$ cat src/design/knight_pkg.sv
package knight_pkg;

	// Bus widths
	localparam int COORD_W = 10;
	localparam int STATUS_W = 4;
	localparam int LIFE_W = 4;
	localparam int ADDR_W = 16;
	localparam int PIX_W = 3;
	localparam int FRAME_W = 4;

	// Knight frame box, offset up-left of the player position
	localparam int KNIGHT_W = 50;
	localparam int KNIGHT_H = 64;
	localparam int KNIGHT_OFS_X = 24;
	localparam int KNIGHT_OFS_Y = 30;
	localparam int KNIGHT_PIXELS = KNIGHT_W * KNIGHT_H;

	localparam int HEART_W = 12;
	localparam int HEART_H = 16;
	localparam int HEART_PITCH = 16;
	localparam int HEART_COUNT = 5;
	localparam int HEART_BASE = 35200; // Right after the 11 knight frames
	localparam int SPRITE_WORDS = HEART_BASE + HEART_W * HEART_H;

	localparam logic [STATUS_W-1:0] ST_IDLE = 'd0;
	localparam logic [STATUS_W-1:0] ST_WALK = 'd1;
	localparam logic [STATUS_W-1:0] ST_JUMP = 'd2;
	localparam logic [STATUS_W-1:0] ST_FALL = 'd3;
	localparam logic [STATUS_W-1:0] ST_ATTACK = 'd4;

	localparam logic [FRAME_W-1:0] WALK_FRAMES = 'd3;
	localparam logic [FRAME_W-1:0] FALL_FRAMES = 'd2;
	localparam logic [FRAME_W-1:0] ATTACK_FRAMES = 'd4;

	// First frame of each pose in sprite memory
	localparam logic [FRAME_W-1:0] BASE_IDLE = 'd0;
	localparam logic [FRAME_W-1:0] BASE_WALK = 'd1;
	localparam logic [FRAME_W-1:0] BASE_JUMP = 'd4;
	localparam logic [FRAME_W-1:0] BASE_FALL = 'd5;
	localparam logic [FRAME_W-1:0] BASE_ATTACK = 'd7;

	// Video frames per animation frame
	localparam int HOLD_SHORT = 6;
	localparam int HOLD_LONG = 16;
	localparam int HOLD_W = $clog2(HOLD_LONG);

	localparam logic [PIX_W-1:0] TRANSPARENT = 'd0;
	localparam logic [0:7][11:0] KNIGHT_PALETTE = {12'hC9F, 12'hEEE, 12'h222, 12'h445,
		12'h889, 12'hBBC, 12'h735, 12'hFD8};
	localparam logic [0:3][11:0] HEART_PALETTE = {12'hCCC, 12'hF22, 12'hA11, 12'hFFF};
	localparam logic [11:0] BG_COLOR = 12'h135;
	localparam logic [23:0] LOST_HEART = 24'h102030; // Already 8 bits per channel

endpackage

$ cat src/design/frame_timer.sv
`timescale 1ns/1ns

module frame_timer
(
	input  logic                            frame_clk,
	input  logic                            rst,
	input  logic                            frame_start,
	input  logic                            restart,
	input  logic [knight_pkg::STATUS_W-1:0] pose,
	output logic                            step
);
	import knight_pkg::*;

	logic [HOLD_W-1:0] count;
	logic [HOLD_W-1:0] last;

	// Fall frames stay up longer
	assign last = (pose == ST_FALL) ? HOLD_W'(HOLD_LONG - 1) : HOLD_W'(HOLD_SHORT - 1);

	always_ff @(posedge frame_clk)
	begin
		if (rst || restart)
		begin
			count <= '0;
			step <= 1'b0;
		end
		else if (frame_start && count == last)
		begin
			count <= '0;
			step <= 1'b1;
		end
		else
		begin
			if (frame_start)
				count <= count + 1'b1;
			step <= 1'b0;
		end
	end

endmodule

$ cat config.mk
export PLATFORM = sky130hd
export DESIGN_NAME = frame_timer
export DESIGN_NICKNAME = d
export VERILOG_FILES = /design/src/design/knight_pkg.sv /design/src/design/frame_timer.sv
export SDC_FILE = /design/constraint.sdc
export NUM_CORES = 1
export LEC_CHECK = 0
export BUFFER_PORTS_ARGS = -buffer_cell sky130_fd_sc_hd__buf_2
export CORE_AREA = 2 2 39 41
export CTS_CLUSTER_SIZE = 8
export DETAILED_ROUTE_END_ITERATION = 10
export DIE_AREA = 0 0 41 43
export PLACE_DENSITY_LB_ADDON = 0.12
export SLEW_MARGIN = 20
export SYNTH_ARGS = -nofsm -noshare
export SYNTH_HDL_FRONTEND = slang
export SYNTH_SLANG_ARGS = --single-unit
$ cat constraint.sdc
create_clock -name frame_clk -period 1.6 [get_ports frame_clk]
set_input_delay 0.16 -clock frame_clk [delete_from_list [all_inputs] [get_ports frame_clk]]
set_output_delay 0.16 -clock frame_clk [all_outputs]
set_load 0.01 [all_outputs]
==> impl_metrics.env <==
export IMPL_outcome="finished, final reports clean"
export IMPL_ys_seq_area_frac=0.4103
export IMPL_coreArea_um2=1384
export IMPL_grt_usage=0.08116
export IMPL_syn_avg_cell_area_um2=10.61
export IMPL_initialDrtViolationCount=4
export IMPL_cts_root_buf="clkbuf_4"
export IMPL_synth_cell_types=15
export IMPL_power_density_nw_per_um2=916.6
export IMPL_vias_per_cell=4.255
export IMPL_clkSinkCount=5
export IMPL_synth_nets=32
export IMPL_drtPass1Iterations=2
export IMPL_post_cts_resized=0
export IMPL_setup_tns_ns=0
export IMPL_relSlewSlack=0.7849
export IMPL_first_global_vias=224
export IMPL_finalNetCount=45
export IMPL_place_detailed_hpwl_um=408.4
export IMPL_drc=0
export IMPL_total_power_w=0.0003028
export IMPL_crit_fanout=5
export IMPL_htree_levels=1
export IMPL_pwr_share_seq=0.425
export IMPL_p_leak_nw=0.1436
export IMPL_via_count=217
export IMPL_cts_buffers=3
export IMPL_synth_top_area_frac=0.4103
export IMPL_hold_viol_final=0
export IMPL_final_setup_viol_count=0
export IMPL_antenna_found_initial=0
export IMPL_p_clk_frac=0.498
export IMPL_die_height_um=43
export IMPL_p_comb_frac=0.077
export IMPL_switching_share=0.2288
export IMPL_worstHoldPathCells=2
export IMPL_grt_max_degree=6
export IMPL_start_util=0.1763
export IMPL_cts_tree="yes"
export IMPL_antenna_cells=0
export IMPL_area_growth_syn_to_layout_pct=35.38
export IMPL_rows=14
export IMPL_wl_um=526
export IMPL_routedWlPerCell_um=10.31
export IMPL_cts_setup_buffers=0
export IMPL_synthTopCellsByArea="dfxtp_1 41%, mux2i_1 8.2%, xor2_1 7.2%"
export IMPL_clock_skew_ns=0.006869
export IMPL_drive_above_1_share=0.4000
export IMPL_power_switching_w=0.00006928
export IMPL_final_min_clock_period_ns=1.221
export IMPL_p_int_w=0.0002335
export IMPL_synthesis_area_um2=244.0
export IMPL_overflow=0
export IMPL_worstSkewPairLatency_ns=0.25
export IMPL_dieWidth_um=41
export IMPL_final_area_um2=330.3
export IMPL_postSynthCellCount=23
export IMPL_ys_seq_elements=5
export IMPL_antenna_left=0
export IMPL_period_share=0.7633
export IMPL_clk_pin_slew_worst_paths_ns=0.05
export IMPL_crit_arrival_ns=1.35
export IMPL_die_area_um2=1763
export IMPL_start_kind="register"
export IMPL_max_cap_violations=0
export IMPL_path_class="register to register"
export IMPL_slew_viol_final=0
export IMPL_ctsHoldBuffers=0
export IMPL_boundaryPins=9
export IMPL_worstPathRequired_ns=1.73
export IMPL_placedInstanceArea_um2=304.0
export IMPL_peakVddDrop_uv=354.4
export IMPL_worstMarginPinSlew_ns=0.3137
export IMPL_grt_pass1_wl_um=876
export IMPL_grt_setup_unrepaired="no"
export IMPL_place_congestion=0.7121
export IMPL_clock_path_buffers=2
export IMPL_hold_class="input port to register"
export IMPL_synth_largest_area_cell="dfxtp_1"
export IMPL_r2r_cells=4
export IMPL_endpoint_kind="register"
export IMPL_fillCellCount=159
export IMPL_max_freq_mhz=818.8
export IMPL_portBuffers=8
export IMPL_yosysWarnings=0
layout make-up:
cell class | count | area, um^2 | share of cell area
sequential | 5 | 100.1 | 0.3030
timing repair buffer | 8 | 40.04 | 0.1212
multi-input combinational | 18 | 143.9 | 0.4356
tap | 16 | 20.02 | 0.06061
clock buffer | 4 | 26.28 | 0.07955
flip-flops by register name (all words and copies together) (netlist names):
register / flops
step: 1
count: 4
kinds of logic (layout without fill, tap and decap cells):
kind of cell / after synthesis / after routing / share of synthesized area
mux: 2 / 2 / 0.08205
flops: 5 / 5 / 0.4103
xor+xnor: 3 / 3 / 0.1077
buf+inv: 0 / 12 / 0
fa+ha+maj: 1 / 1 / 0.05127
compound gates: 2 / 2 / 0.1025
simple gates: 10 / 10 / 0.2462
critical path: stages (launching register included):
cell and delay [ns]:
dfxtp_1 0.39, ha_1 0.17, nand2_1 0.06, xor2_1 0.14, a2111oi_1 0.35
through the flow:
stage          cells  hold slack, ns  setup WS (ns)  utilization
4_1_cts           51          0.1466         0.3608       0.2387
3_5_place_dp      47          0.4090         0.3633       0.2197
5_1_grt           51          0.1608         0.2421       0.2387
2_1_floorplan     23          0.2289         0.4953            -
6_report          51          0.1539         0.3786       0.2387
3_3_place_gp      47          0.4039         0.4109       0.2197
cells in the final DEF, fill, tap and decap left out:
master and instances:
xor2_1 2, dfxtp_1 5, and4bb_1 1, and3_2 1, ha_1 1, and3_1 1, clkbuf_1 1, xnor2_1 1
a2111oi_2 1, mux2i_1 2, buf_2 8, or2_2 1, nand2_1 2, nor3_1 2, clkbuf_4 3, nand4_1 1
a2111oi_1 1, nor2_1 1
power by group through the flow:
| stage | registers (W) | clock network (W) | logic, W |
|---|---|---|---|
| global placement | 0.000131 | 0 | 0.0000226 |
| detailed placement | 0.000131 | 0 | 0.0000234 |
| global route | 0.000129 | 0.000162 | 0.0000261 |
| CTS | 0.000129 | 0.000154 | 0.0000237 |
| finish | 0.000129 | 0.000151 | 0.0000234 |
| floorplan | 0.000131 | 0 | 0.00000903 |
path summary, 6_finish.rpt:
| check | from | to | slack (ns) |
|---|---|---|---|
| worst max-delay path | count[1] | count[2] | 0.38 |
| worst min-delay path | restart | count[1] | 0.15 |
| worst max register to register | count[1] | count[2] | 0.38 |
| worst min register to register | count[3] | count[3] | 0.58 |
cell usage after synthesis:
cell       number
dfxtp_1         5
nor2_1          1
nand4_1         1
a2111oi_2       1
xnor2_1         1
a2111oi_1       1
ha_1            1
or2_2           1
and3_2          1
and4bb_1        1
mux2i_1         2
nand2_1         2
nor3_1          2
xor2_1          2
and3_1          1
metal layers:
| metal | part of all wire | global-route usage | vias to the layer above |
|---|---|---|---|
| met4 | 0.023 | 0.08000 | 0 |
| li1 | - | - | 110 |
| met5 | 0 | 0 | - |
| met3 | 0.11 | 0.04712 | 2 |
| met2 | 0.45 | 0.1125 | 9 |
| met1 | 0.42 | 0.07668 | 96 |
Power figures use the tool's default switching activity.
