**src/design/knight_pkg.sv**
```systemverilog
package knight_pkg;

	// Bus widths
	localparam int COORD_W = 10;
	localparam int STATUS_W = 4;
	localparam int LIFE_W = 4;
	localparam int ADDR_W = 16;
	localparam int PIX_W = 3;
	localparam int FRAME_W = 4;

	// Knight frame box, offset up-left of the player position
	localparam int KNIGHT_W = 50;
	localparam int KNIGHT_H = 64;
	localparam int KNIGHT_OFS_X = 24;
	localparam int KNIGHT_OFS_Y = 30;
	localparam int KNIGHT_PIXELS = KNIGHT_W * KNIGHT_H;

	localparam int HEART_W = 12;
	localparam int HEART_H = 16;
	localparam int HEART_PITCH = 16;
	localparam int HEART_COUNT = 5;
	localparam int HEART_BASE = 35200; // Right after the 11 knight frames
	localparam int SPRITE_WORDS = HEART_BASE + HEART_W * HEART_H;

	localparam logic [STATUS_W-1:0] ST_IDLE = 'd0;
	localparam logic [STATUS_W-1:0] ST_WALK = 'd1;
	localparam logic [STATUS_W-1:0] ST_JUMP = 'd2;
	localparam logic [STATUS_W-1:0] ST_FALL = 'd3;
	localparam logic [STATUS_W-1:0] ST_ATTACK = 'd4;

	localparam logic [FRAME_W-1:0] WALK_FRAMES = 'd3;
	localparam logic [FRAME_W-1:0] FALL_FRAMES = 'd2;
	localparam logic [FRAME_W-1:0] ATTACK_FRAMES = 'd4;

	// First frame of each pose in sprite memory
	localparam logic [FRAME_W-1:0] BASE_IDLE = 'd0;
	localparam logic [FRAME_W-1:0] BASE_WALK = 'd1;
	localparam logic [FRAME_W-1:0] BASE_JUMP = 'd4;
	localparam logic [FRAME_W-1:0] BASE_FALL = 'd5;
	localparam logic [FRAME_W-1:0] BASE_ATTACK = 'd7;

	// Video frames per animation frame
	localparam int HOLD_SHORT = 6;
	localparam int HOLD_LONG = 16;
	localparam int HOLD_W = $clog2(HOLD_LONG);

	localparam logic [PIX_W-1:0] TRANSPARENT = 'd0;
	localparam logic [0:7][11:0] KNIGHT_PALETTE = {12'hC9F, 12'hEEE, 12'h222, 12'h445,
		12'h889, 12'hBBC, 12'h735, 12'hFD8};
	localparam logic [0:3][11:0] HEART_PALETTE = {12'hCCC, 12'hF22, 12'hA11, 12'hFFF};
	localparam logic [11:0] BG_COLOR = 12'h135;
	localparam logic [23:0] LOST_HEART = 24'h102030; // Already 8 bits per channel

endpackage

```
**src/design/anim_fsm.sv**
```systemverilog
`timescale 1ns/1ns

module anim_fsm
(
	input  logic                            frame_clk,
	input  logic                            rst,
	input  logic [knight_pkg::STATUS_W-1:0] player_status,
	input  logic                            step,
	output logic [knight_pkg::STATUS_W-1:0] pose,
	output logic [knight_pkg::FRAME_W-1:0]  frame_base,
	output logic [knight_pkg::FRAME_W-1:0]  frame_ofs,
	output logic                            restart
);
	import knight_pkg::*;

	logic [STATUS_W-1:0] status_in;
	logic [FRAME_W-1:0] frame_cnt;

	// Unknown codes show the idle pose
	assign status_in = (player_status > ST_ATTACK) ? ST_IDLE : player_status;

	always_comb
	begin
		case (pose)
			ST_WALK:
			begin
				frame_base = BASE_WALK;
				frame_cnt = WALK_FRAMES;
			end
			ST_JUMP:
			begin
				frame_base = BASE_JUMP;
				frame_cnt = 'd1;
			end
			ST_FALL:
			begin
				frame_base = BASE_FALL;
				frame_cnt = FALL_FRAMES;
			end
			ST_ATTACK:
			begin
				frame_base = BASE_ATTACK;
				frame_cnt = ATTACK_FRAMES;
			end
			default:
			begin
				frame_base = BASE_IDLE;
				frame_cnt = 'd1;
			end
		endcase
	end

	always_ff @(posedge frame_clk)
	begin
		if (rst)
		begin
			pose <= ST_IDLE;
			frame_ofs <= '0;
			restart <= 1'b0;
		end
		else if (status_in != pose)
		begin
			pose <= status_in; // New pose starts on its first frame
			frame_ofs <= '0;
			restart <= 1'b1;
		end
		else
		begin
			restart <= 1'b0;
			if (step)
				frame_ofs <= (frame_ofs == frame_cnt - 1'b1) ? '0 : frame_ofs + 1'b1;
		end
	end

endmodule

```
**config.mk**
```make
export PLATFORM = sky130hd
export DESIGN_NAME = anim_fsm
export DESIGN_NICKNAME = d
export VERILOG_FILES = /design/src/design/knight_pkg.sv /design/src/design/anim_fsm.sv
export SDC_FILE = /design/constraint.sdc
export NUM_CORES = 1
export LEC_CHECK = 0
export ABC_AREA = 0
export BUFFER_PORTS_ARGS = -buffer_cell sky130_fd_sc_hd__buf_2
export CAP_MARGIN = 15
export CELL_PAD_IN_SITES_DETAIL_PLACEMENT = 0
export CELL_PAD_IN_SITES_GLOBAL_PLACEMENT = 2
export CORE_MARGIN = 2
export CORE_UTILIZATION = 24
export DETAILED_ROUTE_END_ITERATION = 12
export PLACE_DENSITY_LB_ADDON = 0.1
export SYNTH_ARGS = -nofsm -noshare
export SYNTH_HDL_FRONTEND = slang
export SYNTH_SLANG_ARGS = --single-unit
```
**constraint.sdc**
```tcl
create_clock -name frame_clk -period 2 [get_ports frame_clk]
set_input_delay 0.2 -clock frame_clk [delete_from_list [all_inputs] [get_ports frame_clk]]
set_output_delay 0.2 -clock frame_clk [all_outputs]
set_load 0.05 [all_outputs]
```
==> results of run 1 <==
## worst max-delay path, stage by stage, from the launching register on
cell      delay, ns
dfxtp_4        0.34
or4b_4         0.55
nand2_4        0.08
ha_4           0.20
xor2_1         0.13
nand2b_1       0.18
o41ai_2        0.34
a211oi_1       0.11
## stage by stage
| stage | worst slack (ns) | total power [mW] | setup TNS, ns | utilization [%] | instances |
|---|---|---|---|---|---|
| final | -0.06536 | 0.4056 | -0.1257 | 37.46 | 121 |
| after global routing | -0.1106 | 0.4274 | -0.3330 | 37.46 | 121 |
| after CTS | -0.0001621 | 0.4117 | -0.0001621 | 35.35 | 121 |
| after detailed placement | 0.01540 | 0.2610 | 0 | 33.85 | 117 |
| after global placement | -0.05636 | 0.2618 | -0.06393 | 33.85 | 117 |
| after floorplan | -0.03703 | 0.2372 | -0.08990 | - | 66 |
## path summary, 6_finish.rpt
kind / start / to / cells after the start
min: rst / pose[2]$_SDFFE_PP0P_ / 2
max reg2reg: pose[3]$_SDFFE_PP0P_ / frame_ofs[1]$_SDFFE_PP0P_ / 7
min reg2reg: frame_ofs[3]$_SDFFE_PP0P_ / frame_ofs[3]$_SDFFE_PP0P_ / 2
max: pose[3]$_SDFFE_PP0P_ / frame_ofs[1]$_SDFFE_PP0P_ / 7
## cells by family (layout without fill, tap and decap cells)
group / count (synthesis) / after routing
buffers and inverters: 2 / 29
other: 1 / 2
xor gates and xnor gates: 4 / 4
and+or+nand+nor: 33 / 33
adders and majority gates: 2 / 2
AOI/OAI and AO/OA: 14 / 14
DFF: 9 / 9
## power groups by stage
stage | clock network [mW] | logic (mW) | registers [mW]
5_1_grt | 0.162 | 0.0810 | 0.185
4_1_cts | 0.154 | 0.0730 | 0.184
6_report | 0.146 | 0.0755 | 0.184
3_5_place_dp | 0 | 0.0726 | 0.188
2_1_floorplan | 0 | 0.0326 | 0.205
3_3_place_gp | 0 | 0.0735 | 0.188
## registers in the layout, summed over array words and instances (netlist names)
register   count
frame_ofs      4
pose           4
restart        1
## final cells by class
cell class	count	area share [%]
Timing Repair Buffer	24	16.00
Clock buffer	4	3.111
Sequential cell	9	22.81
Tap cell	28	4.148
Multi-Input combinational cell	55	53.33
Inverter	1	0.5926
## cell usage in the layout, fill, tap and decap left out, types with 2 or more instances in the layout
cell	Yosys	final
buf_2	0	18
dfxtp_4	0	3
conb_1	1	2
a211oi_1	3	2
buf_4	1	6
nor4b_1	2	2
dfxtp_1	9	5
clkbuf_4	0	3
nor2_1	5	5
o41ai_2	0	4
nor2b_1	4	4
nand2_1	5	4
nand2b_1	6	6
and2_1	3	3
xnor2_1	2	2
## layer usage
metal / up-vias / share of wire, % / GRT usage [%]
met2: 14 / 48 / 15.23
met3: 2 / 3.7 / 1.695
met5: - / 0 / 0
met1: 267 / 47 / 14.67
met4: 0 / 0.82 / 7.692
li1: 298 / - / -
## what timing repair did
item / CTS / global route
endpoints found under the setup margin: 1 / 4
resized for setup: 1 / 7
pin swaps: 0 / 2
==> reports/qor.yml, run 1 <==
status: "finished, violations left"
violations: "negative setup slack"
yosysTopAreaCell: "dfxtp_1"
rsz0062_at_grt: "true"
synth_compound_area_share_pct: 20.13
hold-worst-slack_ns: 0.1167
p_per_area_nw_per_um2: 480.3
n_antenna_cell: 0
fin_skew_ns: 0.001114
synth-adder-area-share_pct: 4.283
yosysWarnings: 0
worstSetupPathType: "reg2reg"
antenna_found_initial: 0
cts_hold_buf: 0
reg2reg_slack_ns: -0.07
switching_share_pct: 30.04
die_x_um: 53.34
netlist_area_um2: 584.3
syn_avg_cell_area_um2: 8.989
path_max_fanout: 5
synthTopCellsByArea: "dfxtp_1 31%, o41ai_1 7.5%, nand2b_1 6.4%"
synthXorXnorAreaFrac_pct: 7.281
grt_pass1_vias: 496
arrival_ns: 2.20
cts_made_buffers: 3
yosysMostFrequentCell: "dfxtp_1"
clkPwrFrac_pct: 36.0
syn_inst: 65
maxCapViolations: 0
grt_max_degree: 9
postRouteAntennaNets: 0
fin_crit_sh_pct: 103.3
htreeDepth: 1
final_nets: 103
cts_sinks: 9
cts-root-buf: "clkbuf_4"
setup_slack_ns: -0.06536
num_rows: 17
p_seq_share_pct: 45.4
die_h_um: 53.34
vias: 581
seqCellArea_um2: 192.7
fillCellCount: 249
clkLatencyLatePin_ns: 0.26
drc_errors: 0
min_path_type: "in2reg"
worstPathRequired_ns: 2.14
final_area_um2: 844.6
pwr-share-comb_pct: 18.6
die_area_um2: 2845
core_area_um2: 2255
io_pins: 20
synth_top_cell_area_share_pct: 30.84
ys_seq_elements: 9
start_kind: "flop"
finalSetupViolCount: 2
post_cts_buffers: 0
drt-total-wl_mm: 1.464
start_util_pct: 25.92
p_leak_nw: 0.3905
cp-end-kind: "flop"
routed_via_density: 4.802
drive_above_1_share_pct: 45.16
cts_tree: "built"
io_buffers: 18
drv_slew: 0
clkTransAtPathRegs_ns: 0.06
globalplace.congestion: 0.7716
multi_input_area_um2: 450.4
dp_hpwl_mm: 1.094
placed_cell_area_um2: 763.2
synthMuxAreaShare_pct: 0
ys_types: 30
dr.pass1.iters: 4
yosys.area_share.simple_pct: 34.69
cts_max_path_buffers: 2
power.switching_mw: 0.1218
wire_per_inst_um: 12.10
synth-edff-count: 0
fmax_ghz: 0.4842
synth_flop_cell: "dfxtp_1"
finalCriticalPeriod_ns: 2.065
ys_async_sr_fraction_pct: 0
drt_iter0_drc: 9
grt.total_usage_pct: 10.83
peakVddDrop_mv: 0.2189
grt_pass1_wl_mm: 2.201
grt-ovfl-total: 0
area_growth_pct: 44.54
synth_common_cells: "9 x dfxtp_1, 6 x nand2b_1, 5 x nand2_1, 5 x nor2_1, 5 x o41ai_1"
synth_top_family_by_area: "simple AND/OR/NAND/NOR gates"
p_int_mw: 0.2838
seq_area_frac_synth_pct: 30.84
hold_viol_final: 0
Power figures use the tool's default switching activity.
==> run 2: changes to the inputs <==
--- a/config.mk
+++ b/config.mk
@@ -14,6 +14,7 @@
 export CORE_UTILIZATION = 24
 export DETAILED_ROUTE_END_ITERATION = 12
 export PLACE_DENSITY_LB_ADDON = 0.1
+export REMOVE_ABC_BUFFERS = 1
 export SYNTH_ARGS = -nofsm -noshare
 export SYNTH_HDL_FRONTEND = slang
 export SYNTH_SLANG_ARGS = --single-unit
==> run 2 against run 1 <==
  * The flow now finishes without violations
  * Global-route usage increased by 0.47 points
  * Maximum frequency grew 3.5%
  * Die area stayed put
  * Critical path type unchanged
  * Sequential share of layout area shrank 1.8 points
  * Largest cell class unchanged
  * Register-to-register slack improved by 0.07 ns
  * Worst hold slack better by 0.018 ns
  * First-iteration DRC count rose by 56%
  * Largest power group unchanged
==> reports/qor.yml, run 2 (synthesized netlist as in run 1, its figures left out) <==
status: "finished clean"
antenna_found_initial: 0  # unchanged
fin_skew_ns: 0.001204  # +0.00009015 ns
path_max_fanout: 5  # unchanged
grt-ovfl-total: 0  # unchanged
num_rows: 17  # unchanged
grt_pass1_vias: 517  # +4.2%
maxCapViolations: 0  # unchanged
io_buffers: 18  # unchanged
seqCellArea_um2: 181.4  # -5.8%
globalplace.congestion: 0.7860  # +1.9%
grt_pass1_wl_mm: 2.270  # +3.1%
dpl.cell_count: 118  # +0.85%
start_kind: "flop"
timing.rr.start: "pose[3]$_SDFFE_PP0P_"
worst_path_max_delay_cell: "or4b_4"
cts-root-buf: "clkbuf_4"
area_growth_pct: 47.54
postRouteAntennaNets: 0  # unchanged
min_path_cells: 2  # unchanged
dp_hpwl_mm: 1.121  # +2.4%
arrival_ns: 2.12  # -0.08 ns
peakVddDrop_mv: 0.4106  # +88%
drt_iter0_drc: 14  # +5
dp_slack_ns: 0.002477  # -0.01292 ns
grt_max_degree: 8  # -1
fin_crit_sh_pct: 99.76  # -3.5 points
critPathMaxStageDelay_ns: 0.55  # about the same
setup_slack_ns: 0.004820  # +0.07018 ns
min_path_type: "in2reg"
cts_made_buffers: 3  # unchanged
drc_errors: 0  # unchanged
power_mw: 0.4029  # -0.68%
mostFrequentLayoutCells: "18 x buf_2, 8 x dfxtp_1, 7 x buf_4"
hold_viol_final: 0  # unchanged
grt.total_usage_pct: 11.29  # +0.47 points
clkTransAtPathRegs_ns: 0.06  # about the same
drv_slew: 0  # unchanged
dr.pass1.iters: 3  # -1
path_common_cell: "xnor2_2"
worstPathRequired_ns: 2.13  # about the same
stdcell_count: 123  # +1.7%
drt-total-wl_mm: 1.488  # +1.6%
cts_max_path_buffers: 2  # unchanged
p_per_area_nw_per_um2: 467.3  # -2.7%
fillCellCount: 250  # +0.40%
cts_sinks: 9  # unchanged
mostFrequentLayoutCell: "buf_2"
largest_registers: "frame_ofs x4, pose x4, restart x1"
r2r_cells: 8  # +1
finalSetupViolCount: 0  # -2
cts_tree: "built"
vias: 603  # +3.8%
htreeDepth: 1  # unchanged
final_nets: 105  # +1.9%
multi_input_area_um2: 460.4  # +2.2%
io_pins: 20  # unchanged
wire_per_inst_um: 12.10  # about the same
drive_above_1_share_pct: 44.21  # -0.95 points
critPathLaunch: "pose[3]$_SDFFE_PP0P_"
routed_via_density: 4.902  # +2.1%
core_area_um2: 2255  # unchanged
path_cells: "or4b_4, nand2_4, ha_4, xnor2_2, xnor2_2, buf_6, o41ai_2, a311oi_1"
die_h_um: 53.34  # unchanged
rsz0062_at_grt: "true"
min_from: "rst"
start_util_pct: 25.92  # unchanged
die_area_um2: 2845  # unchanged
fmax_ghz: 0.5012  # +3.5%
die_x_um: 53.34  # unchanged
clkLatencyLatePin_ns: 0.26  # about the same
p_leak_nw: 0.4080  # +4.5%
cp-end-kind: "flop"
finalCriticalPeriod_ns: 1.995  # -0.07018 ns
hold-worst-slack_ns: 0.1351  # +0.01846 ns
n_antenna_cell: 0  # unchanged
worstSetupPathType: "reg2reg"
-- run 2: layout make-up --
type	instances	share of cell area, %
Multi-Input combinational cell	55	53.41
Clock buffer	4	3.048
Tap cell	28	4.064
Sequential cell	9	21.04
Timing Repair Buffer	26	17.85
Inverter	1	0.5806
-- run 2: power by group --
part,total (mW),internal (mW),switching [mW]
Sequential,0.187,0.184,0.00276
Combinational,0.0771,0.0271,0.0501
Clock,0.139,0.0768,0.0623
Total,0.403,0.288,0.115
-- run 2: per-stage QoR --
stage	util, %	setup TNS (ns)	instance area [um2]
finish	38.24	0	862.1
CTS	34.79	-0.004274	784.5
global route	38.24	-0.3914	862.1
floorplan	-	-1.178	580.6
global placement	33.63	-0.03386	758.2
detailed placement	33.63	0	758.2
-- run 2: final timing paths --
path / to / slack (ns)
setup reg to reg: frame_ofs[2]$_SDFFE_PP0P_ / 0.005
hold reg to reg: frame_ofs[3]$_SDFFE_PP0P_ / 0.52
setup / recovery: frame_ofs[2]$_SDFFE_PP0P_ / 0.005
hold / removal: pose[2]$_SDFFE_PP0P_ / 0.14
-- run 2: repair_timing --
action / CTS / global route
setup buffers: 0 / 1
gates cloned: 0 / 0
pin swaps: 0 / 2
setup endpoints to repair: 1 / 4
gates resized for setup: 0 / 12
hold buffers: 0 / 0
hold endpoints to repair: 0 / 0
-- run 2: worst max-delay path: cells and delay by family (launching register included) --
family / cells / cell delay (ns)
AO/OA/AOI/OAI: 2 / 0.41
XOR/XNOR: 2 / 0.22
adder cells (fa/ha/maj): 1 / 0.14
AND/OR/NAND/NOR: 2 / 0.63
flip-flops: 1 / 0.33
buffers and inverters: 1 / 0.14
-- run 2: metal layers --
metal / routed length [um] / GRT usage, %
met2: 699 / 15.84
met1: 698 / 14.84
met4: 36 / 6.410
met5: 0 / 0
met3: 54 / 3.672
