## config.mk

```make
export PLATFORM = sky130hd
export DESIGN_NAME = pixel_compositor
export DESIGN_NICKNAME = d
export VERILOG_FILES = /design/src/design/knight_pkg.sv /design/src/design/pixel_compositor.sv
export SDC_FILE = /design/constraint.sdc
export NUM_CORES = 1
export LEC_CHECK = 0
export BUFFER_PORTS_ARGS = -buffer_cell sky130_fd_sc_hd__buf_4
export CAP_MARGIN = 10
export CORE_MARGIN = 5
export CORE_UTILIZATION = 49
export DETAILED_ROUTE_END_ITERATION = 8
export PLACE_DENSITY = 0.79
export SETUP_SLACK_MARGIN = 0.3
export SLEW_MARGIN = 25
export SYNTH_ARGS = -nofsm -noshare
export SYNTH_HDL_FRONTEND = slang
export SYNTH_SLANG_ARGS = --single-unit
```

## constraint.sdc

```tcl
create_clock -name frame_clk -period 2.7 [get_ports frame_clk]
set_clock_uncertainty 0.15 [all_clocks]
set_input_delay 0.135 -clock frame_clk [delete_from_list [all_inputs] [get_ports frame_clk]]
set_output_delay 0.135 -clock frame_clk [all_outputs]
set_load 0.05 [all_outputs]
```

## src/design/knight_pkg.sv

```systemverilog
package knight_pkg;

	// Bus widths
	localparam int COORD_W = 10;
	localparam int STATUS_W = 4;
	localparam int LIFE_W = 4;
	localparam int ADDR_W = 16;
	localparam int PIX_W = 3;
	localparam int FRAME_W = 4;

	// Knight frame box, offset up-left of the player position
	localparam int KNIGHT_W = 50;
	localparam int KNIGHT_H = 64;
	localparam int KNIGHT_OFS_X = 24;
	localparam int KNIGHT_OFS_Y = 30;
	localparam int KNIGHT_PIXELS = KNIGHT_W * KNIGHT_H;

	localparam int HEART_W = 12;
	localparam int HEART_H = 16;
	localparam int HEART_PITCH = 16;
	localparam int HEART_COUNT = 5;
	localparam int HEART_BASE = 35200; // Right after the 11 knight frames
	localparam int SPRITE_WORDS = HEART_BASE + HEART_W * HEART_H;

	localparam logic [STATUS_W-1:0] ST_IDLE = 'd0;
	localparam logic [STATUS_W-1:0] ST_WALK = 'd1;
	localparam logic [STATUS_W-1:0] ST_JUMP = 'd2;
	localparam logic [STATUS_W-1:0] ST_FALL = 'd3;
	localparam logic [STATUS_W-1:0] ST_ATTACK = 'd4;

	localparam logic [FRAME_W-1:0] WALK_FRAMES = 'd3;
	localparam logic [FRAME_W-1:0] FALL_FRAMES = 'd2;
	localparam logic [FRAME_W-1:0] ATTACK_FRAMES = 'd4;

	// First frame of each pose in sprite memory
	localparam logic [FRAME_W-1:0] BASE_IDLE = 'd0;
	localparam logic [FRAME_W-1:0] BASE_WALK = 'd1;
	localparam logic [FRAME_W-1:0] BASE_JUMP = 'd4;
	localparam logic [FRAME_W-1:0] BASE_FALL = 'd5;
	localparam logic [FRAME_W-1:0] BASE_ATTACK = 'd7;

	// Video frames per animation frame
	localparam int HOLD_SHORT = 6;
	localparam int HOLD_LONG = 16;
	localparam int HOLD_W = $clog2(HOLD_LONG);

	localparam logic [PIX_W-1:0] TRANSPARENT = 'd0;
	localparam logic [0:7][11:0] KNIGHT_PALETTE = {12'hC9F, 12'hEEE, 12'h222, 12'h445,
		12'h889, 12'hBBC, 12'h735, 12'hFD8};
	localparam logic [0:3][11:0] HEART_PALETTE = {12'hCCC, 12'hF22, 12'hA11, 12'hFFF};
	localparam logic [11:0] BG_COLOR = 12'h135;
	localparam logic [23:0] LOST_HEART = 24'h102030; // Already 8 bits per channel

endpackage

```

## src/design/pixel_compositor.sv

```systemverilog
`timescale 1ns/1ns

module pixel_compositor
(
	input  logic                          frame_clk,
	input  logic                          rst,
	input  logic                          knight_hit,
	input  logic                          heart_hit,
	input  logic [2:0]                    heart_slot,
	input  logic                          vis,
	input  logic [knight_pkg::PIX_W-1:0]  pix,
	input  logic [knight_pkg::LIFE_W-1:0] player_life,
	output logic [7:0]                    red,
	output logic [7:0]                    green,
	output logic [7:0]                    blue
);
	import knight_pkg::*;

	logic knight_d, heart_d, vis_d;
	logic [2:0] slot_d;
	logic [23:0] rgb_next;

	// 4-bit channels go out as the high nibble
	function automatic logic [23:0] expand(input logic [11:0] c);
		return {c[11:8], 4'h0, c[7:4], 4'h0, c[3:0], 4'h0};
	endfunction

	// Line up with pix from the memory
	always_ff @(posedge frame_clk)
	begin
		if (rst)
		begin
			knight_d <= 1'b0;
			heart_d <= 1'b0;
			vis_d <= 1'b0;
		end
		else
		begin
			knight_d <= knight_hit;
			heart_d <= heart_hit;
			vis_d <= vis;
		end
	end

	always_ff @(posedge frame_clk)
	begin
		slot_d <= heart_slot;
	end

	always_comb
	begin
		if (!vis_d)
			rgb_next = '0;
		else if (knight_d && pix != TRANSPARENT)
			rgb_next = expand(KNIGHT_PALETTE[pix]);
		else if (heart_d && pix[1:0] != 2'(TRANSPARENT))
			rgb_next = (player_life > LIFE_W'(slot_d)) ? expand(HEART_PALETTE[pix[1:0]])
				: LOST_HEART;
		else
			rgb_next = expand(BG_COLOR); // Transparent pixels fall through here
	end

	always_ff @(posedge frame_clk)
	begin
		if (rst)
			{red, green, blue} <= '0;
		else
			{red, green, blue} <= rgb_next;
	end

endmodule

```

==> results of run 1 <==
==> state kept, by name, indices dropped and copies added, names as in the netlist <==
signal    count
green         4
red           4
blue          3
slot_d        3
heart_d       1
knight_d      1
vis_d         1
==> synth_stat cells (2+ instances only) <==
master / n
o21ai_1: 2
nor2b_1: 4
nor3_1: 3
nor2_1: 3
ha_1: 8
nand3_1: 3
mux2i_1: 3
nand2_1: 5
dfxtp_1: 17
o21ai_0: 7
a21oi_1: 4
a31oi_1: 2
nand2b_1: 2
inv_1: 10
buf_4: 14
==> power by group through the flow <==
stage / clock [uW] / sequential, uW / combinational, uW
final: 132 / 263 / 150
after global routing: 150 / 265 / 162
after CTS: 136 / 263 / 149
after detailed placement: 0 / 269 / 140
after global placement: 0 / 269 / 138
after floorplan: 0 / 286 / 101
==> routing by layer <==
metal	routed length, um	vias up	global-route usage (%)
li1	-	379	-
met5	0	-	0
met3	181	7	4.23
met4	57	0	11.1
met2	885	37	26.4
met1	687	334	15.1
==> cell families after synthesis <==
kind of cell,Yosys count,synth area share [%]
AOI/OAI and AO/OA,20,15.3
buffers and inverters,25,16.4
other,1,0.416
adders and majority gates,8,11.1
and+or+nand+nor,25,15.7
DFF,17,37.8
muxes,3,3.33
==> final timing paths <==
kind | slack [ns] | start | endpoint | cells after the start
worst min register to register | 0.40 | heart_d | red[6] | 2
worst min-delay path | 0.02 | pix[0] | blue[5] | 3
worst max-delay path | 0.63 | pix[1] | green[6] | 9
worst max register to register | 1.02 | slot_d[1] | green[4] | 6
==> metrics by stage <==
stage                     setup WS (ns)  util, %  cell area (um^2)  power (uW)
final                             0.625     66.7              1160         545
after global routing              0.516     66.7              1160         577
after CTS                         0.647     66.7              1160         548
after detailed placement          0.899     60.6              1060         409
after global placement            0.981     60.6              1060         407
after floorplan                    1.19        -               942         387
==> final cells by class <==
type                       count  area (um^2)
clock buffer                   4         26.3
fill                         149          581
inverter                      10         37.5
multi-input combinational     68          454
sequential                    17          340
tap                           25         31.3
timing repair buffer          34          275
==> worst max-delay path, stage by stage <==
cell and delay, ns:
dlygate4sd3_1 0.53, buf_4 0.15, inv_1 0.09, ha_1 0.20, ha_1 0.17, nand2b_1 0.26
and3_4 0.27, nand4_2 0.15, o22ai_2 0.17
==> repair_timing <==
item                      4_1_cts  5_1_grt
setup buffers                   0        0
hold buffers                    8        0
hold endpoints to repair        7        0
==> impl_metrics.tcl, run 1 <==
set metrics [dict create \
    grt_max_degree 12 \
    p_int_uw 367 \
    clkPwrFrac_pct 24.2 \
    cts_resized 0 \
    syn_area_per_cell_um2 9.10 \
    seq_area_frac_synth_pct 37.8 \
    fin_crit_sh_pct 76.9 \
    port_buffers 26 \
    post-place-cells 146 \
    drive_gt1_share_pct 25.6 \
    synth.distinct_cells 27 \
    cts-root-buf "clkbuf_4" \
    timing.fmax_ghz 0.482 \
    critPathMaxFanout 9 \
    netlist_instances 99 \
    hpwl_mm 1.38 \
    max_cap_violations 0 \
    yosysTopAreaCellShare_pct 37.8 \
    critPathKind "in2reg" \
    floorplan.rows 15 \
    clk_pin_slew_ns 0.09 \
    synth_edf_count 0 \
    syn_to_final_growth_pct 29.3 \
    initial_core_util_pct 51.6 \
    clk_latency_ns 0.29 \
    drtIter0Drc 20 \
    leakage_uw 0.000582 \
    synth_ff_type "dfxtp_1" \
    vias_per_cell 4.79 \
    ant_nets 0 \
    syn-cell-area_um2 901 \
    io_pins 39 \
    tritoncts "yes" \
    antenna-diode-count 0 \
    worstPathArrival_ns 2.14 \
    wl_mm 1.81 \
    p_switching_uw 178 \
    tns_ns 0 \
    rsz0062_at_grt "no" \
    setup_viol 0 \
    overflow 0 \
    hold_class "in2reg" \
    cts_max_level 1 \
    nets 157 \
    num_vias 757 \
    drc 0 \
    cts_buffers 3 \
    power.density_nw_per_um2 468 \
    mostFrequentLayoutCells "buf_4, dfxtp_1, conb_1, inv_1" \
    fp.coreArea_um2 1750 \
    dr.pass1.iters 4 \
    layout_commonest_cell "buf_4" \
    synth.area.top_cells "dfxtp_1, buf_4, ha_1" \
    layout.cells.non_filler 158 \
    combinationalPowerShare_pct 27.5 \
    power_frac_seq_pct 48.3 \
    antenna_found_initial 0 \
    grt_pass1_wl_mm 2.97 \
    die_height_um 52.9 \
    netlist.top_cell.by_area "dfxtp_1" \
    drv_slew 0 \
    status "finished clean" \
    ir_drop_mv 0.304 \
    wl_per_cell_um 11.5 \
    clock_sinks 17 \
    grt_util_all_layers_pct 15.1 \
    die_x_um 52.9 \
    endpoint_kind "flip-flop" \
    hold_violations 0 \
    async_reset_ff_share_pct 0 \
    die_area_um2 2800 \
    yosysWarnings 0 \
    grt_pass1_vias 732 \
    cp-start-kind "primary input" \
    ys_seq_elements 17 \
    p_sw_share_pct 32.6 \
    holdWs_ns 0.0231 \
    cts_buffer_depth 2 \
    worstPathRequired_ns 2.77 \
    fin_crit_ns 2.07 \
    gp_congestion 0.975 \
]
No activity file was read; power rests on OpenSTA's default activity.
==> run 2, diff against run 1 <==
--- a/config.mk
+++ b/config.mk
@@ -8,9 +8,9 @@
 export BUFFER_PORTS_ARGS = -buffer_cell sky130_fd_sc_hd__buf_4
 export CAP_MARGIN = 10
 export CORE_MARGIN = 5
-export CORE_UTILIZATION = 49
+export CORE_UTILIZATION = 41
 export DETAILED_ROUTE_END_ITERATION = 8
-export PLACE_DENSITY = 0.79
+export PLACE_DENSITY = 0.7
 export SETUP_SLACK_MARGIN = 0.3
 export SLEW_MARGIN = 25
 export SYNTH_ARGS = -nofsm -noshare
==> constraint.sdc (replaced) <==
create_clock -name frame_clk -period 1.9 [get_ports frame_clk]
set_clock_uncertainty 0.15 [all_clocks]
set_input_delay 0.095 -clock frame_clk [delete_from_list [all_inputs] [get_ports frame_clk]]
set_output_delay 0.095 -clock frame_clk [all_outputs]
set_load 0.05 [all_outputs]
==> impl_metrics.tcl, run 2 (synthesized netlist as in run 1, its figures left out) <==
set metrics [dict create \
    place_ws_ns 0.135 \
    fin_crit_sh_pct 82.3 \
    die_x_um 56.9 \
    cts_buffer_depth 2 \
    rsz0062_at_grt "yes" \
    num_vias 766 \
    syn_to_final_growth_pct 38.9 \
    max_cap_violations 0 \
    critPathKind "reg2reg" \
    tritoncts "yes" \
    ant_nets 0 \
    gp_congestion 0.849 \
    ir_drop_mv 0.348 \
    drc 0 \
    cts_buffers 3 \
    antenna_found_initial 0 \
    grt_util_all_layers_pct 13.2 \
    drive_gt1_share_pct 31.1 \
    setup_viol 0 \
    antenna-diode-count 0 \
    mostFrequentLayoutCells "buf_4, dfxtp_1, conb_1, dlygate4sd3_1, inv_1" \
    floorplan.rows 17 \
    critPathMaxFanout 5 \
    wl_per_cell_um 12.8 \
    power.density_nw_per_um2 646 \
    endpoint_kind "flip-flop" \
    cp-start-kind "flip-flop" \
    worstPathCellList "inv_2, ha_4, nor3_4, a41oi_4, nand3_1, a221oi_2" \
    worstPathArrival_ns 1.62 \
    overflow 0 \
    status "finished clean" \
    cts_max_level 1 \
    clk_latency_ns 0.29 \
    fp.coreArea_um2 2150 \
    grt_max_degree 12 \
    drtIter0Drc 26 \
    cp_top_family "compound AO/OA/AOI/OAI gates" \
    drv_slew 0 \
    clk_pin_slew_ns 0.09 \
    tns_ns 0 \
    port_buffers 26 \
    grt_pass1_vias 718 \
    hold_violations 0 \
    timing.fmax_ghz 0.639 \
    crit_buf_inv 1 \
    grt_pass1_wl_mm 3.26 \
    worstPathRequired_ns 1.96 \
    cp_slowest_cell "dfxtp_2" \
    nets 159 \
    setup_ws_ns 0.335 \
    hpwl_mm 1.46 \
    cts-root-buf "clkbuf_4" \
    slowest_delay_ns 0.34 \
    wl_mm 2.09 \
    die_height_um 56.9 \
    die_area_um2 3230 \
    fin_crit_ns 1.56 \
    clock_sinks 17 \
    leakage_uw 0.000605 \
    initial_core_util_pct 41.9 \
    vias_per_cell 4.70 \
    dr.pass1.iters 4 \
    layout_commonest_cell "buf_4" \
    io_pins 39 \
    hold_class "in2reg" \
]
run 2: layout make-up:
class                   instances  area (um^2)
clock buffers                   4         26.3
fillers                       194          897
inverters                      10         37.5
multi-input cells              68          515
flip-flops and latches         17          342
well taps                      28         35.0
repair buffers                 36          295
run 2: worst paths after layout:
path,cells past startpoint,slack [ns],to,from
setup / recovery,6,0.34,green[4],slot_d[2]
hold / removal,3,0.03,red[6],pix[2]
setup reg to reg,6,0.34,green[4],slot_d[2]
hold reg to reg,2,0.43,green[4],vis_d
run 2: stage by stage:
step	util, %	std cells	instance area [um^2]	hold WS [ns]	power (uW)
after floorplan	-	110	942	-0.0273	550
after global placement	49.4	149	1060	0.0510	579
after detailed placement	49.4	149	1060	0.0510	583
after CTS	57.7	163	1240	0.000581	813
after global routing	58.2	163	1250	0.0394	849
final	58.2	163	1250	0.0289	808
run 2: what timing repair did:
item | CTS | global route
pin swaps | 3 | 1
endpoints found under the hold margin | 13 | 0
hold buffers | 10 | 0
setup endpoints to repair | 8 | 8
gates resized for setup | 9 | 2
buffers inserted | 0 | 0
run 2: power breakdown:
part / switching, uW / total (uW) / internal (uW)
clock network: 108 / 190 / 81.7
registers: 5.04 / 375 / 370
logic: 158 / 243 / 85.7
total: 270 / 808 / 538
run 2: worst reg2reg max path, delay by kind of cell, from the launching register on:
family                     cells  cell delay [ns]
buffers and inverters          1             0.04
and+or+nand+nor                2             0.20
AOI/OAI and AO/OA              2             0.48
adders and majority gates      1             0.28
DFF                            1             0.34
run 2: metal layers:
metal / global-route usage, % / wire length, um
met1: 15.4 / 761
met2: 21.9 / 1100
met3: 4.14 / 180
met4: 5.96 / 47
met5: 0 / 0
==> run 3, diff against run 2 <==
--- a/config.mk
+++ b/config.mk
@@ -8,9 +8,9 @@
 export BUFFER_PORTS_ARGS = -buffer_cell sky130_fd_sc_hd__buf_4
 export CAP_MARGIN = 10
 export CORE_MARGIN = 5
-export CORE_UTILIZATION = 41
+export CORE_UTILIZATION = 46
 export DETAILED_ROUTE_END_ITERATION = 8
-export PLACE_DENSITY = 0.7
+export PLACE_DENSITY = 0.75
 export SETUP_SLACK_MARGIN = 0.3
 export SLEW_MARGIN = 25
 export SYNTH_ARGS = -nofsm -noshare
==> constraint.sdc (replaced) <==
create_clock -name frame_clk -period 1.57 [get_ports frame_clk]
set_clock_uncertainty 0.15 [all_clocks]
set_input_delay 0.0785 -clock frame_clk [delete_from_list [all_inputs] [get_ports frame_clk]]
set_output_delay 0.0785 -clock frame_clk [all_outputs]
set_load 0.05 [all_outputs]
==> impl_metrics.tcl, run 3 (synthesized netlist as in run 1, its figures left out) <==
set metrics [dict create \
    fin_crit_sh_pct 95.9 \
    endpoint_kind "flip-flop" \
    design_area_um2 1320 \
    clk_pin_slew_ns 0.11 \
    syn_to_final_growth_pct 46.1 \
    num_vias 799 \
    hold_class "in2reg" \
    overflow 0 \
    die_x_um 54.3 \
    cts_buffers 3 \
    mostFrequentLayoutCells "buf_4, dfxtp_1, conb_1, inv_1, dlygate4sd3_1" \
    ant_nets 0 \
    hold_violations 0 \
    multi_input_area_um2 551 \
    grt_pass1_wl_mm 2.97 \
    ir_drop_mv 0.638 \
    worstPathCellList "inv_2, ha_4, nor3_4, a41oi_4, and2_4, a31oi_1" \
    drc 0 \
    tns_ns 0 \
    status "finished clean" \
    cts_buffer_depth 2 \
    worstPathArrival_ns 1.54 \
    initial_core_util_pct 46.9 \
    critPathKind "reg2reg" \
    die_area_um2 2940 \
    cp_top_family "flip-flops" \
    nets 164 \
    slowest_delay_ns 0.33 \
    grt_pass1_vias 735 \
    layout_commonest_cell "buf_4" \
    num-fill-cells 163 \
    drv_slew 0 \
    grt_util_all_layers_pct 14.4 \
    timing.fmax_ghz 0.664 \
    post-place-cells 155 \
    gp_congestion 0.831 \
    seqCellArea_um2 342 \
    cts_hold_buf 7 \
    critPathMaxFanout 5 \
    cp-start-kind "flip-flop" \
    power.density_nw_per_um2 768 \
    floorplan.rows 16 \
    clk_latency_ns 0.29 \
    leakage_uw 0.000631 \
    grt_max_degree 11 \
    tritoncts "yes" \
    antenna_found_initial 0 \
    cts-root-buf "clkbuf_4" \
    max_cap_violations 0 \
    rsz0062_at_grt "yes" \
    wl_per_cell_um 12.7 \
    port_buffers 26 \
    setup_viol 0 \
    fp.coreArea_um2 1920 \
    crit_buf_inv 1 \
    clock_sinks 17 \
    layout.cells.non_filler 167 \
    drtIter0Drc 10 \
    dr.pass1.iters 4 \
    io_pins 39 \
    worstPathRequired_ns 1.60 \
    cts_max_level 1 \
    fin_crit_ns 1.51 \
    wl_mm 2.12 \
    vias_per_cell 4.78 \
    final_util_pct 68.5 \
    place_area_um2 1140 \
    holdWs_ns 0.00970 \
    cp_slowest_cell "dfxtp_2" \
    die_height_um 54.3 \
    antenna-diode-count 0 \
    drive_gt1_share_pct 41.4 \
    hpwl_mm 1.49 \
]
==> run 3: changes by cell type in the layout (fill, tap and decap cells not counted), sizes merged <==
cell	previous run	this run
clkbuf	4	3
dlygate4sd3	10	7
clkinv	0	1
buf	26	34
==> run 3: timing repair <==
item,in CTS,in global routing
setup endpoints to repair,11,11
buffers inserted,1,0
resized for setup,5,7
pin swaps,0,3
endpoints found under the hold margin,6,1
==> run 3: layout make-up <==
cell class,instances,share of cell area [%]
tap,27,2.57
timing repair buffer,41,24.7
inverter,10,2.85
clock inverter,1,0.380
multi-input combinational,68,41.8
sequential,17,26.0
clock buffer,3,1.71
==> run 3: report_power, final <==
| group | total, uW | internal [uW] | switching [uW] |
|---|---|---|---|
| Sequential | 454 | 448 | 5.92 |
| Combinational | 320 | 119 | 201 |
| Clock | 238 | 94.7 | 143 |
==> run 3: per-layer routing <==
layer  vias to the layer above  wire length, um  GRT usage, %  part of all wire (%)
li1                        390                -             -                     -
met1                       372              771          13.8                    36
met2                        33             1200          28.9                    56
met3                         4              135          3.54                   6.4
met4                         0               20          5.39                  0.94
met5                         -                0             0                     0
==> run 3: path summary, 6_finish.rpt <==
path / start / to / slack, ns / depth (start not counted)
worst min register to register: vis_d / green[4] / 0.43 / 2
worst max register to register: slot_d[2] / blue[4] / 0.06 / 6
worst max-delay path: slot_d[2] / blue[4] / 0.06 / 6
worst min-delay path: rst / blue[4] / 0.01 / 4
==> run 3: worst reg2reg max path, delay by kind of cell (launching register included) <==
kind | cells | cell delay (ns)
AO/OA/AOI/OAI | 2 | 0.33
buffers and inverters | 1 | 0.04
AND/OR/NAND/NOR | 2 | 0.28
flip-flops | 1 | 0.33
adder cells (fa/ha/maj) | 1 | 0.28
==> run 3: metrics by stage <==
stage | setup WS [ns] | total power (uW)
finish | 0.0648 | 1010
CTS | 0.0359 | 991
global placement | 0.0210 | 726
detailed placement | -0.0319 | 731
global route | -0.0327 | 1060
floorplan | 0.157 | 677
